===== config.mk =====
export PLATFORM = sky130hd
export DESIGN_NAME = AluController
export DESIGN_NICKNAME = d
export VERILOG_FILES = /design/src/rtl/mips_defs.svh /design/src/rtl/MipsPkg.sv /design/src/rtl/AluController.sv
export SDC_FILE = /design/constraint.sdc
export NUM_CORES = 1
export LEC_CHECK = 0
export ABC_AREA = 1
export BUFFER_PORTS_ARGS = -buffer_cell sky130_fd_sc_hd__buf_4
export CAP_MARGIN = 20
export CORE_AREA = 2 2 39 41
export DETAILED_ROUTE_END_ITERATION = 10
export DIE_AREA = 0 0 41 43
export SLEW_MARGIN = 10
export SYNTH_ARGS = -nofsm -noshare
export SYNTH_HDL_FRONTEND = slang
export SYNTH_SLANG_ARGS = --single-unit

===== constraint.sdc =====
create_clock -name vclk -period 0.8
set_input_delay 0.08 -clock vclk [all_inputs]
set_output_delay 0.08 -clock vclk [all_outputs]
set_load 0.01 [all_outputs]

===== src/rtl/mips_defs.svh =====
`ifndef MIPS_DEFS_SVH
`define MIPS_DEFS_SVH

////////////////////////////////
// Memory geometry
////////////////////////////////

// Word address bits of the instruction ROM (256 words)
`define IMEM_ADDR_BITS 8

// Word address bits of the data memory (256 words)
`define DMEM_ADDR_BITS 8

`endif


===== src/rtl/MipsPkg.sv =====
`default_nettype none

package MipsPkg;

    typedef logic [31:0] wordT;
    typedef logic [4:0]  regIdxT;

    ////////////////////////////////
    // Primary opcodes
    ////////////////////////////////
    typedef enum logic [5:0] {
        OP_RTYPE    = 6'b000000,
        OP_BEQ      = 6'b000100,
        OP_BNE      = 6'b000101,
        OP_ADDI     = 6'b001000,
        OP_ADDIU    = 6'b001001,
        OP_SLTI     = 6'b001010,
        OP_SLTIU    = 6'b001011,
        OP_ANDI     = 6'b001100,
        OP_ORI      = 6'b001101,
        OP_XORI     = 6'b001110,
        OP_SPECIAL2 = 6'b011100,  // mul
        OP_SPECIAL3 = 6'b011111,  // seb, seh
        OP_LW       = 6'b100011,
        OP_SW       = 6'b101011
    } opcodeT;

    // Funct field of the R-type group
    typedef enum logic [5:0] {
        F_SLL  = 6'b000000,
        F_SRL  = 6'b000010,
        F_ADD  = 6'b100000,
        F_ADDU = 6'b100001,
        F_SUB  = 6'b100010,
        F_SUBU = 6'b100011,
        F_AND  = 6'b100100,
        F_OR   = 6'b100101,
        F_XOR  = 6'b100110,
        F_NOR  = 6'b100111,
        F_SLT  = 6'b101010,
        F_SLTU = 6'b101011
    } functT;

    // mul shares its funct code with srl, told apart by opcode
    parameter functT F_MUL = F_SRL;

    // Operation class from the main decoder
    typedef enum logic [3:0] {
        AOP_RTYPE, AOP_ADD, AOP_ADDU, AOP_SUB, AOP_AND, AOP_OR,
        AOP_XOR, AOP_SLT, AOP_SLTU, AOP_MUL, AOP_BSHFL
    } aluOpT;

    // Final ALU operation
    typedef enum logic [3:0] {
        ALU_ADD, ALU_SUB, ALU_AND, ALU_OR, ALU_XOR, ALU_NOR, ALU_SLT,
        ALU_SLTU, ALU_SLL, ALU_SRL, ALU_MUL, ALU_SEB, ALU_SEH
    } aluFuncT;

endpackage

`default_nettype wire


===== src/rtl/AluController.sv =====
`timescale 1ns/1ps
`default_nettype none

module AluController (
    input  MipsPkg::aluOpT   aluOp,
    input  MipsPkg::functT   funct,
    input  logic [4:0]       shamtSel,
    output MipsPkg::aluFuncT aluFunc
);
    import MipsPkg::*;

    always_comb begin
        aluFunc = ALU_ADD;
        case (aluOp)
            AOP_RTYPE: begin
                case (funct)
                    F_ADD, F_ADDU: aluFunc = ALU_ADD;  // No overflow trap
                    F_SUB, F_SUBU: aluFunc = ALU_SUB;
                    F_AND:         aluFunc = ALU_AND;
                    F_OR:          aluFunc = ALU_OR;
                    F_XOR:         aluFunc = ALU_XOR;
                    F_NOR:         aluFunc = ALU_NOR;
                    F_SLT:         aluFunc = ALU_SLT;
                    F_SLTU:        aluFunc = ALU_SLTU;
                    F_SLL:         aluFunc = ALU_SLL;
                    F_SRL:         aluFunc = ALU_SRL;
                    default:       aluFunc = ALU_ADD;
                endcase
            end
            AOP_MUL:   aluFunc = (funct == F_MUL) ? ALU_MUL : ALU_ADD;
            AOP_BSHFL: begin
                // Sub-op lives in the shamt slot
                if (shamtSel == 5'b10000) begin
                    aluFunc = ALU_SEB;
                end else if (shamtSel == 5'b11000) begin
                    aluFunc = ALU_SEH;
                end else begin
                    aluFunc = ALU_OR;
                end
            end
            AOP_ADD, AOP_ADDU: aluFunc = ALU_ADD;
            AOP_SUB:           aluFunc = ALU_SUB;
            AOP_AND:           aluFunc = ALU_AND;
            AOP_OR:            aluFunc = ALU_OR;
            AOP_XOR:           aluFunc = ALU_XOR;
            AOP_SLT:           aluFunc = ALU_SLT;
            AOP_SLTU:          aluFunc = ALU_SLTU;
            default:           aluFunc = ALU_ADD;
        endcase
    end

endmodule

`default_nettype wire


* After elaboration in Yosys (flattened, before gate mapping)
Cells that the tools add are included.
Storage, ports and cells: bits in registers 0
Cells by class: multiplexer cells 5, reduce and logical (&&, ||, !) cells 3, equal/unequal tests 19
Operators by type and width (number):
- $pmux 4 s9 | 2
- $eq 6x6->1 const B | 8
- $eq 4x3->1 const B | 4
- $eq 4x4->1 const B | 3
- $mux 4 | 3
- $eq 5x5->1 const B | 2
- $eq 6x2->1 const B | 1
- $logic_not 6->1 | 1
- $eq 4x2->1 const B | 1
- $logic_not 4->1 | 1
- $reduce_or 2->1 | 1

* Logic depth before layout (Yosys ltp)
Gate-level depths: netlist of run 1.
depth after elaboration 4, mapped depth 7, mapped depth without buffers 7

* Worst setup path before layout of run 1
Ideal clock, no wire load.
path kind input port to output port, start in funct[2], end out aluFunc[1], path buffers 0, cell stages on the path 5, slack 0.121 ns, arrival time 0.599 ns, path through nor2_1 nand3_1 nor2_1 nor2_1 nand3_1
Between the ends: cells in the longest elaborated chain, start to end 4, elaborated cells between the ends (all ways) 14
RTL lines:
- from (decl) | line AluController.sv:6 | input MipsPkg::functT funct,
- $eq 6x6->1 | line AluController.sv:16 | case (funct)
- $reduce_or 2->1 | line AluController.sv:16
- $pmux 4 s9 | line AluController.sv:16
- $pmux 4 s9 (*) | line AluController.sv:14 | case (aluOp)
- to (decl) | line AluController.sv:8 | output MipsPkg::aluFuncT aluFunc
Mark *: on every way between the ends. The rest lies on a longest branch, timed or not.

* Final worst setup path of run 1
start in shamtSel[0], end out aluFunc[0]
Between the ends: cells in the longest elaborated chain, start to end 4, elaborated cells between the ends (all ways) 5
RTL lines:
- from (decl) | line AluController.sv:7 | input logic [4:0] shamtSel,
- $eq 5x5->1 | line AluController.sv:35 | end else if (shamtSel == 5'b11000) begin
- $mux 4 | line AluController.sv:35
- $mux 4 (*) | line AluController.sv:33 | if (shamtSel == 5'b10000) begin
- $pmux 4 s9 (*) | line AluController.sv:14
Marked as above.

==> impl_metrics.ini, run 1 <==
[outcome]
status = complete, but fails checks
violations = negative setup slack

[timing]
tightest_slew_ns = 0.206
rsz0062_at_grt = true
finalMaxSlewViolations = 0
hold_slack_ns = 0.508
fin_ws_ns = -0.109
finalSetupViolations = 4
hold_viol = 0
relSlewSlack = 0.862
fin_crit_sh = 1.14
fin_crit_ns = 0.909
max_freq_mhz = 1100

[power]
leakagePower_nw = 0.349
total_power_mw = 0.319
peakVddDrop_mv = 0.208
powerDensity_nw_per_um2 = 454

[finish]
diodes = 0
regArea_um2 = 0
seq_cell_count = 0
nNetsFinal = 112
clockBufferCount = 0
finish.utilization = 0.508
drive_above_1_share = 0.632
syn2layout_area_growth_pct = 123

[routing]
routed_wl_um = 1070
routed_via_density = 4.53
drt-pass1-iter-count = 3
drt-initial-drc-count = 6
vias = 503
drcViolationCount = 0
ant_nets = 0
post_drt_wl_per_cell_um = 9.61

[setup_path]
start_kind = input port
endpoint_kind = output pin
required_ns = 0.72
crit_family = simple AND/OR/NAND/NOR gates
crit_arrival_ns = 0.83
path_class = input port to output pin
worstPathMaxFanout = 2
cp_cell_sequence = buf_6 -> nor2_4 -> nand3_2 -> nand2_2 -> clkinv_2 -> nor2_2 -> nand2_1 -> buf_6
critPathSlowestCell = nor2_2
crit_buf_inv = 3
cpMostUsedCell = buf_6
worst_path_largest_cell_delay_ns = 0.12

[clock_tree]
post_cts_buffers = 0
ctsHoldBuffers = 0

[floorplan]
ios = 19
dieWidth_um = 41
start_util = 0.228
coreArea_um2 = 1380
die_h_um = 43
die_area_um2 = 1760
rows = 14

[logic_synthesis]
yosys.area.top_type = nand3_1
synth_nets = 86
synth.most_common_cell = nor2_1
synth_top_area_frac = 0.222
synth_commonest_cells = 17 x nor2_1, 16 x nand2_1, 14 x nand3_1
netlist_area_um2 = 315
synth_cell_types = 13
syn-instance-count = 71
syn_area_per_cell_um2 = 4.44
yosysSeqAreaShare = 0
ys_warn_count = 0
synth.top_cells.by_area = nand3_1 22%, nor2_1 20%, nand2_1 19%

[placement]
gp_congestion = 0.709
io_buffers = 19
hpwlAfterDp_um = 787

[flow_run]
maxCapViolCount = 0

[grt]
grt_pass1_wl_um = 1680
grt_max_degree = 7
antenna_found_initial = 0
grt-ovfl-total = 0
first_global_vias = 477
grt.total_usage = 0.127

[hold_path]
holdCritPathClass = input port to output pin
[cells in the final DEF, fill, tap and decap left out, drive strengths merged]
cell     n
buf     24
nor2    19
nand2   18
nand3   14
inv     12
a21oi    3
and2     2
nor3     2
clkinv   1
[power breakdown]
| part | total (mW) | leakage [nW] | internal [mW] | switching (mW) |
|---|---|---|---|---|
| clock | 0 | 0 | 0 | 0 |
| sequential | 0 | 0 | 0 | 0 |
| combinational | 0.319 | 0.349 | 0.160 | 0.159 |
[path summary, 6_finish.rpt]
path / start / endpoint / slack, ns / cells after the start
worst max-delay path: shamtSel[0] / aluFunc[0] / -0.11 / 8
worst min-delay path: aluOp[1] / aluFunc[2] / 0.51 / 4
[metal layers]
metal / part of all wire / track usage / vias up
met1: 0.36 / 0.133 / 226
met3: 0.037 / 0.0105 / 0
met5: 0 / 0 / -
met4: 0 / 0 / 0
met2: 0.60 / 0.259 / 8
li1: - / - / 269
[metrics by stage]
step	instance area (µm²)	setup slack [ns]	setup TNS, ns	cells
after CTS	644	-0.114	-0.390	111
final	703	-0.109	-0.300	111
after global placement	515	-0.192	-0.688	111
after global routing	703	-0.165	-0.571	111
after detailed placement	515	-0.187	-0.677	111
after floorplan	315	0.121	0	71
[cells by family (layout without fill, tap and decap cells)]
kind of cell    after synthesis  after routing  synth area share
buf+inv                      13             37             0.155
compound gates                3              3            0.0476
simple gates                 55             55             0.798
[area by class of cell]
| cell class | count | area, µm² |
|---|---|---|
| Inverter | 13 | 67.6 |
| Timing Repair Buffer | 24 | 229 |
| Tap cell | 16 | 20.0 |
| Multi-Input combinational cell | 58 | 387 |
| Fill cell | 148 | 681 |
[repair_timing]
action | CTS | global route
gates resized for setup | 42 | 18
endpoints found under the setup margin | 4 | 4
cloned | 0 | 0
pin swaps | 15 | 7
Note: power is estimated with default switching activity, not from simulation.
==> inputs of run 2 (changes only) <==
PLACE_DENSITY_LB_ADDON = 0.08   (was default)
==> impl_metrics.ini, run 2 (same netlist as run 1, synthesis figures left out) <==
[power]
total_power_mw = 0.326
leakagePower_nw = 0.356
peakVddDrop_mv = 0.212
powerDensity_nw_per_um2 = 458

[hold_path]
holdCritPathClass = input port to output pin

[grt]
grt_pass1_wl_um = 1780
grt_max_degree = 5
first_global_vias = 466
grt-ovfl-total = 0
grt.total_usage = 0.134
antenna_found_initial = 0

[finish]
diodes = 0
seq_cell_count = 0
nNetsFinal = 114
regArea_um2 = 0
nFillCells = 161
final_cell_mix = 15 x buf_4, 12 x nand2_1, 11 x nand3_1, 9 x nor2_4, 9 x buf_6
layout_commonest_cell = buf_4
drive_above_1_share = 0.608
clockBufferCount = 0
finish.utilization = 0.514
syn2layout_area_growth_pct = 126

[placement]
place_ws_ns = -0.225
io_buffers = 19
gp_congestion = 0.723
hpwlAfterDp_um = 801

[routing]
ant_nets = 0
routed_wl_um = 1020
drcViolationCount = 0
post_drt_wl_per_cell_um = 9.06
routed_via_density = 4.56
vias = 515
drt-pass1-iter-count = 4
drt-initial-drc-count = 4

[outcome]
violations = negative setup slack
status = complete, but fails checks

[floorplan]
start_util = 0.228
dieWidth_um = 41
die_h_um = 43
rows = 14
ios = 19
coreArea_um2 = 1380
die_area_um2 = 1760

[timing]
finalMaxSlewViolations = 0
fin_crit_sh = 1.11
fin_ws_ns = -0.0885
hold_viol = 0
finalSetupViolations = 4
relSlewSlack = 0.863
fin_crit_ns = 0.889
max_freq_mhz = 1130
tightest_slew_ns = 0.206
rsz0062_at_grt = true
hold_slack_ns = 0.512

[setup_path]
endpoint_kind = output pin
crit_buf_inv = 4
cp_cell_sequence = buf_4 -> nand2_4 -> inv_4 -> nand2_2 -> inv_1 -> a21oi_1 -> nand3_1 -> buf_4
worst_path_largest_cell_delay_ns = 0.15
worstPathMaxFanout = 4
path_class = input port to output pin
crit_family = buffers and inverters
cpMostUsedCell = buf_4
crit_arrival_ns = 0.81
critPathSlowestCell = buf_4
start_kind = input port
required_ns = 0.72

[flow_run]
maxCapViolCount = 0
[run 2: path summary, 6_finish.rpt]
path,startpoint,end,slack [ns],cells after the start
max,aluOp[3],aluFunc[1],-0.09,8
min,shamtSel[3],aluFunc[2],0.51,4
[run 2: routing by layer]
metal  routed length (µm)  vias up  global-route usage
li1                     -      272                   -
met1                  410      227               0.193
met2                  557       16               0.228
met3                   57        0                   0
met4                    0        0                   0
met5                    0        -                   0
[run 2: area by class of cell]
cell class                 count  area, µm²  share of cell area
inverter                      13       68.8              0.0967
multi-input combinational     58        379               0.533
tap                           16       20.0              0.0281
timing repair buffer          26        244               0.343
[run 2: metrics by stage]
| stage | instance area, µm² | instances | setup TNS, ns |
|---|---|---|---|
| floorplan | 315 | 71 | 0 |
| global placement | 523 | 112 | -0.648 |
| detailed placement | 523 | 112 | -0.731 |
| CTS | 652 | 113 | -0.320 |
| global route | 712 | 113 | -0.485 |
| finish | 712 | 113 | -0.235 |
[run 2: power breakdown]
group / switching, mW / internal (mW)
logic: 0.158 / 0.168
clock network: 0 / 0
registers: 0 / 0
[run 2: repair_timing]
| item | in CTS | in global routing |
|---|---|---|
| buffers inserted | 1 | 0 |
| hold buffers | 0 | 0 |
| endpoints found under the hold margin | 0 | 0 |
| setup endpoints to repair | 4 | 4 |
| gates resized for setup | 38 | 20 |
| pin swaps | 14 | 15 |
==> inputs of run 3 (changes only) <==
ABC_CLOCK_PERIOD_IN_PS = 800   (was default)
CELL_PAD_IN_SITES_DETAIL_PLACEMENT = 1   (was default)
CELL_PAD_IN_SITES_GLOBAL_PLACEMENT = 2   (was default)
CORE_AREA = default   (was 2 2 39 41)
CORE_UTILIZATION = 19   (was default)
DIE_AREA = default   (was 0 0 41 43)
==> impl_metrics.ini, run 3 (same netlist as run 1, synthesis figures left out) <==
[outcome]
status = complete, but fails checks
violations = negative setup slack

[floorplan]
dieWidth_um = 42.7
rows = 14
coreArea_um2 = 1520
start_util = 0.207
die_h_um = 42.7
die_area_um2 = 1830
ios = 19

[timing]
tightest_slew_ns = 0.186
hold_slack_ns = 0.512
finalSetupViolations = 4
fin_crit_ns = 0.912
rsz0062_at_grt = true
hold_viol = 0
max_freq_mhz = 1100
tns_ns = -0.364
relSlewSlack = 0.875
fin_ws_ns = -0.112
finalMaxSlewViolations = 0
fin_crit_sh = 1.14

[routing]
vias = 507
drcViolationCount = 0
drt-pass1-iter-count = 3
ant_nets = 0
drt-initial-drc-count = 3
routed_wl_um = 1170
routed_via_density = 4.53
post_drt_wl_per_cell_um = 10.5

[setup_path]
path_class = input port to output pin
crit_arrival_ns = 0.83
endpoint_kind = output pin
worstPathMaxFanout = 2
start_kind = input port
required_ns = 0.72

[placement]
gp_congestion = 0.729
place_ws_ns = -0.234
io_buffers = 19
hpwlAfterDp_um = 909

[finish]
finish.utilization = 0.457
syn2layout_area_growth_pct = 121
clockBufferCount = 0
regArea_um2 = 0
final_cell_mix = 16 x buf_4, 13 x nand2_1, 12 x nand3_1, 7 x nor2_2
layout_commonest_cell = buf_4
seq_cell_count = 0
diodes = 0
drive_above_1_share = 0.583
nNetsFinal = 113

[grt]
grt_max_degree = 7
grt-ovfl-total = 0
grt.total_usage = 0.128
antenna_found_initial = 0
first_global_vias = 510
grt_pass1_wl_um = 1950

[hold_path]
holdCritPathClass = input port to output pin

[power]
powerDensity_nw_per_um2 = 454
peakVddDrop_mv = 0.213
leakagePower_nw = 0.349

[flow_run]
maxCapViolCount = 0
[run 3: cell type report]
cell class	count	area [µm²]
Fill cell	206	827
Multi-Input combinational cell	58	373
Inverter	13	66.3
Timing Repair Buffer	25	238
Tap cell	16	20.0
[run 3: repair_timing]
action | in CTS | in global routing
hold buffers | 0 | 0
buffers inserted | 0 | 1
pin swaps | 4 | 14
endpoints found under the setup margin | 4 | 4
gates resized for setup | 17 | 37
[run 3: layer usage]
layer | GRT usage | part of all wire | vias to the layer above
li1 | - | - | 270
met1 | 0.154 | 0.37 | 227
met2 | 0.261 | 0.59 | 10
met3 | 0 | 0.030 | 0
met4 | 0 | 0 | 0
met5 | 0 | 0 | -
[run 3: report_power, final]
part | internal [mW] | total (mW) | switching [mW]
Sequential | 0 | 0 | 0
Clock | 0 | 0 | 0
Combinational | 0.161 | 0.316 | 0.156
[run 3: worst paths after layout]
path / startpoint / slack (ns) / depth (start not counted) / end
min: shamtSel[3] / 0.51 / 4 / aluFunc[2]
max: aluOp[0] / -0.11 / 8 / aluFunc[1]
[run 3: stage by stage]
step           power (mW)  cell area, µm²  std cells
6_report            0.316             697        112
2_1_floorplan      0.0913             315         71
5_1_grt             0.344             697        112
3_3_place_gp        0.222             515        111
4_1_cts             0.252             569        111
3_5_place_dp        0.223             515        111
[run 3: worst max-delay path: stages]
cell and delay [ns]:
buf_8 0.11, buf_4 0.13, nor2_2 0.11, nand2_2 0.07, inv_2 0.07, a21oi_1 0.05, nand3_1 0.09, buf_4 0.12
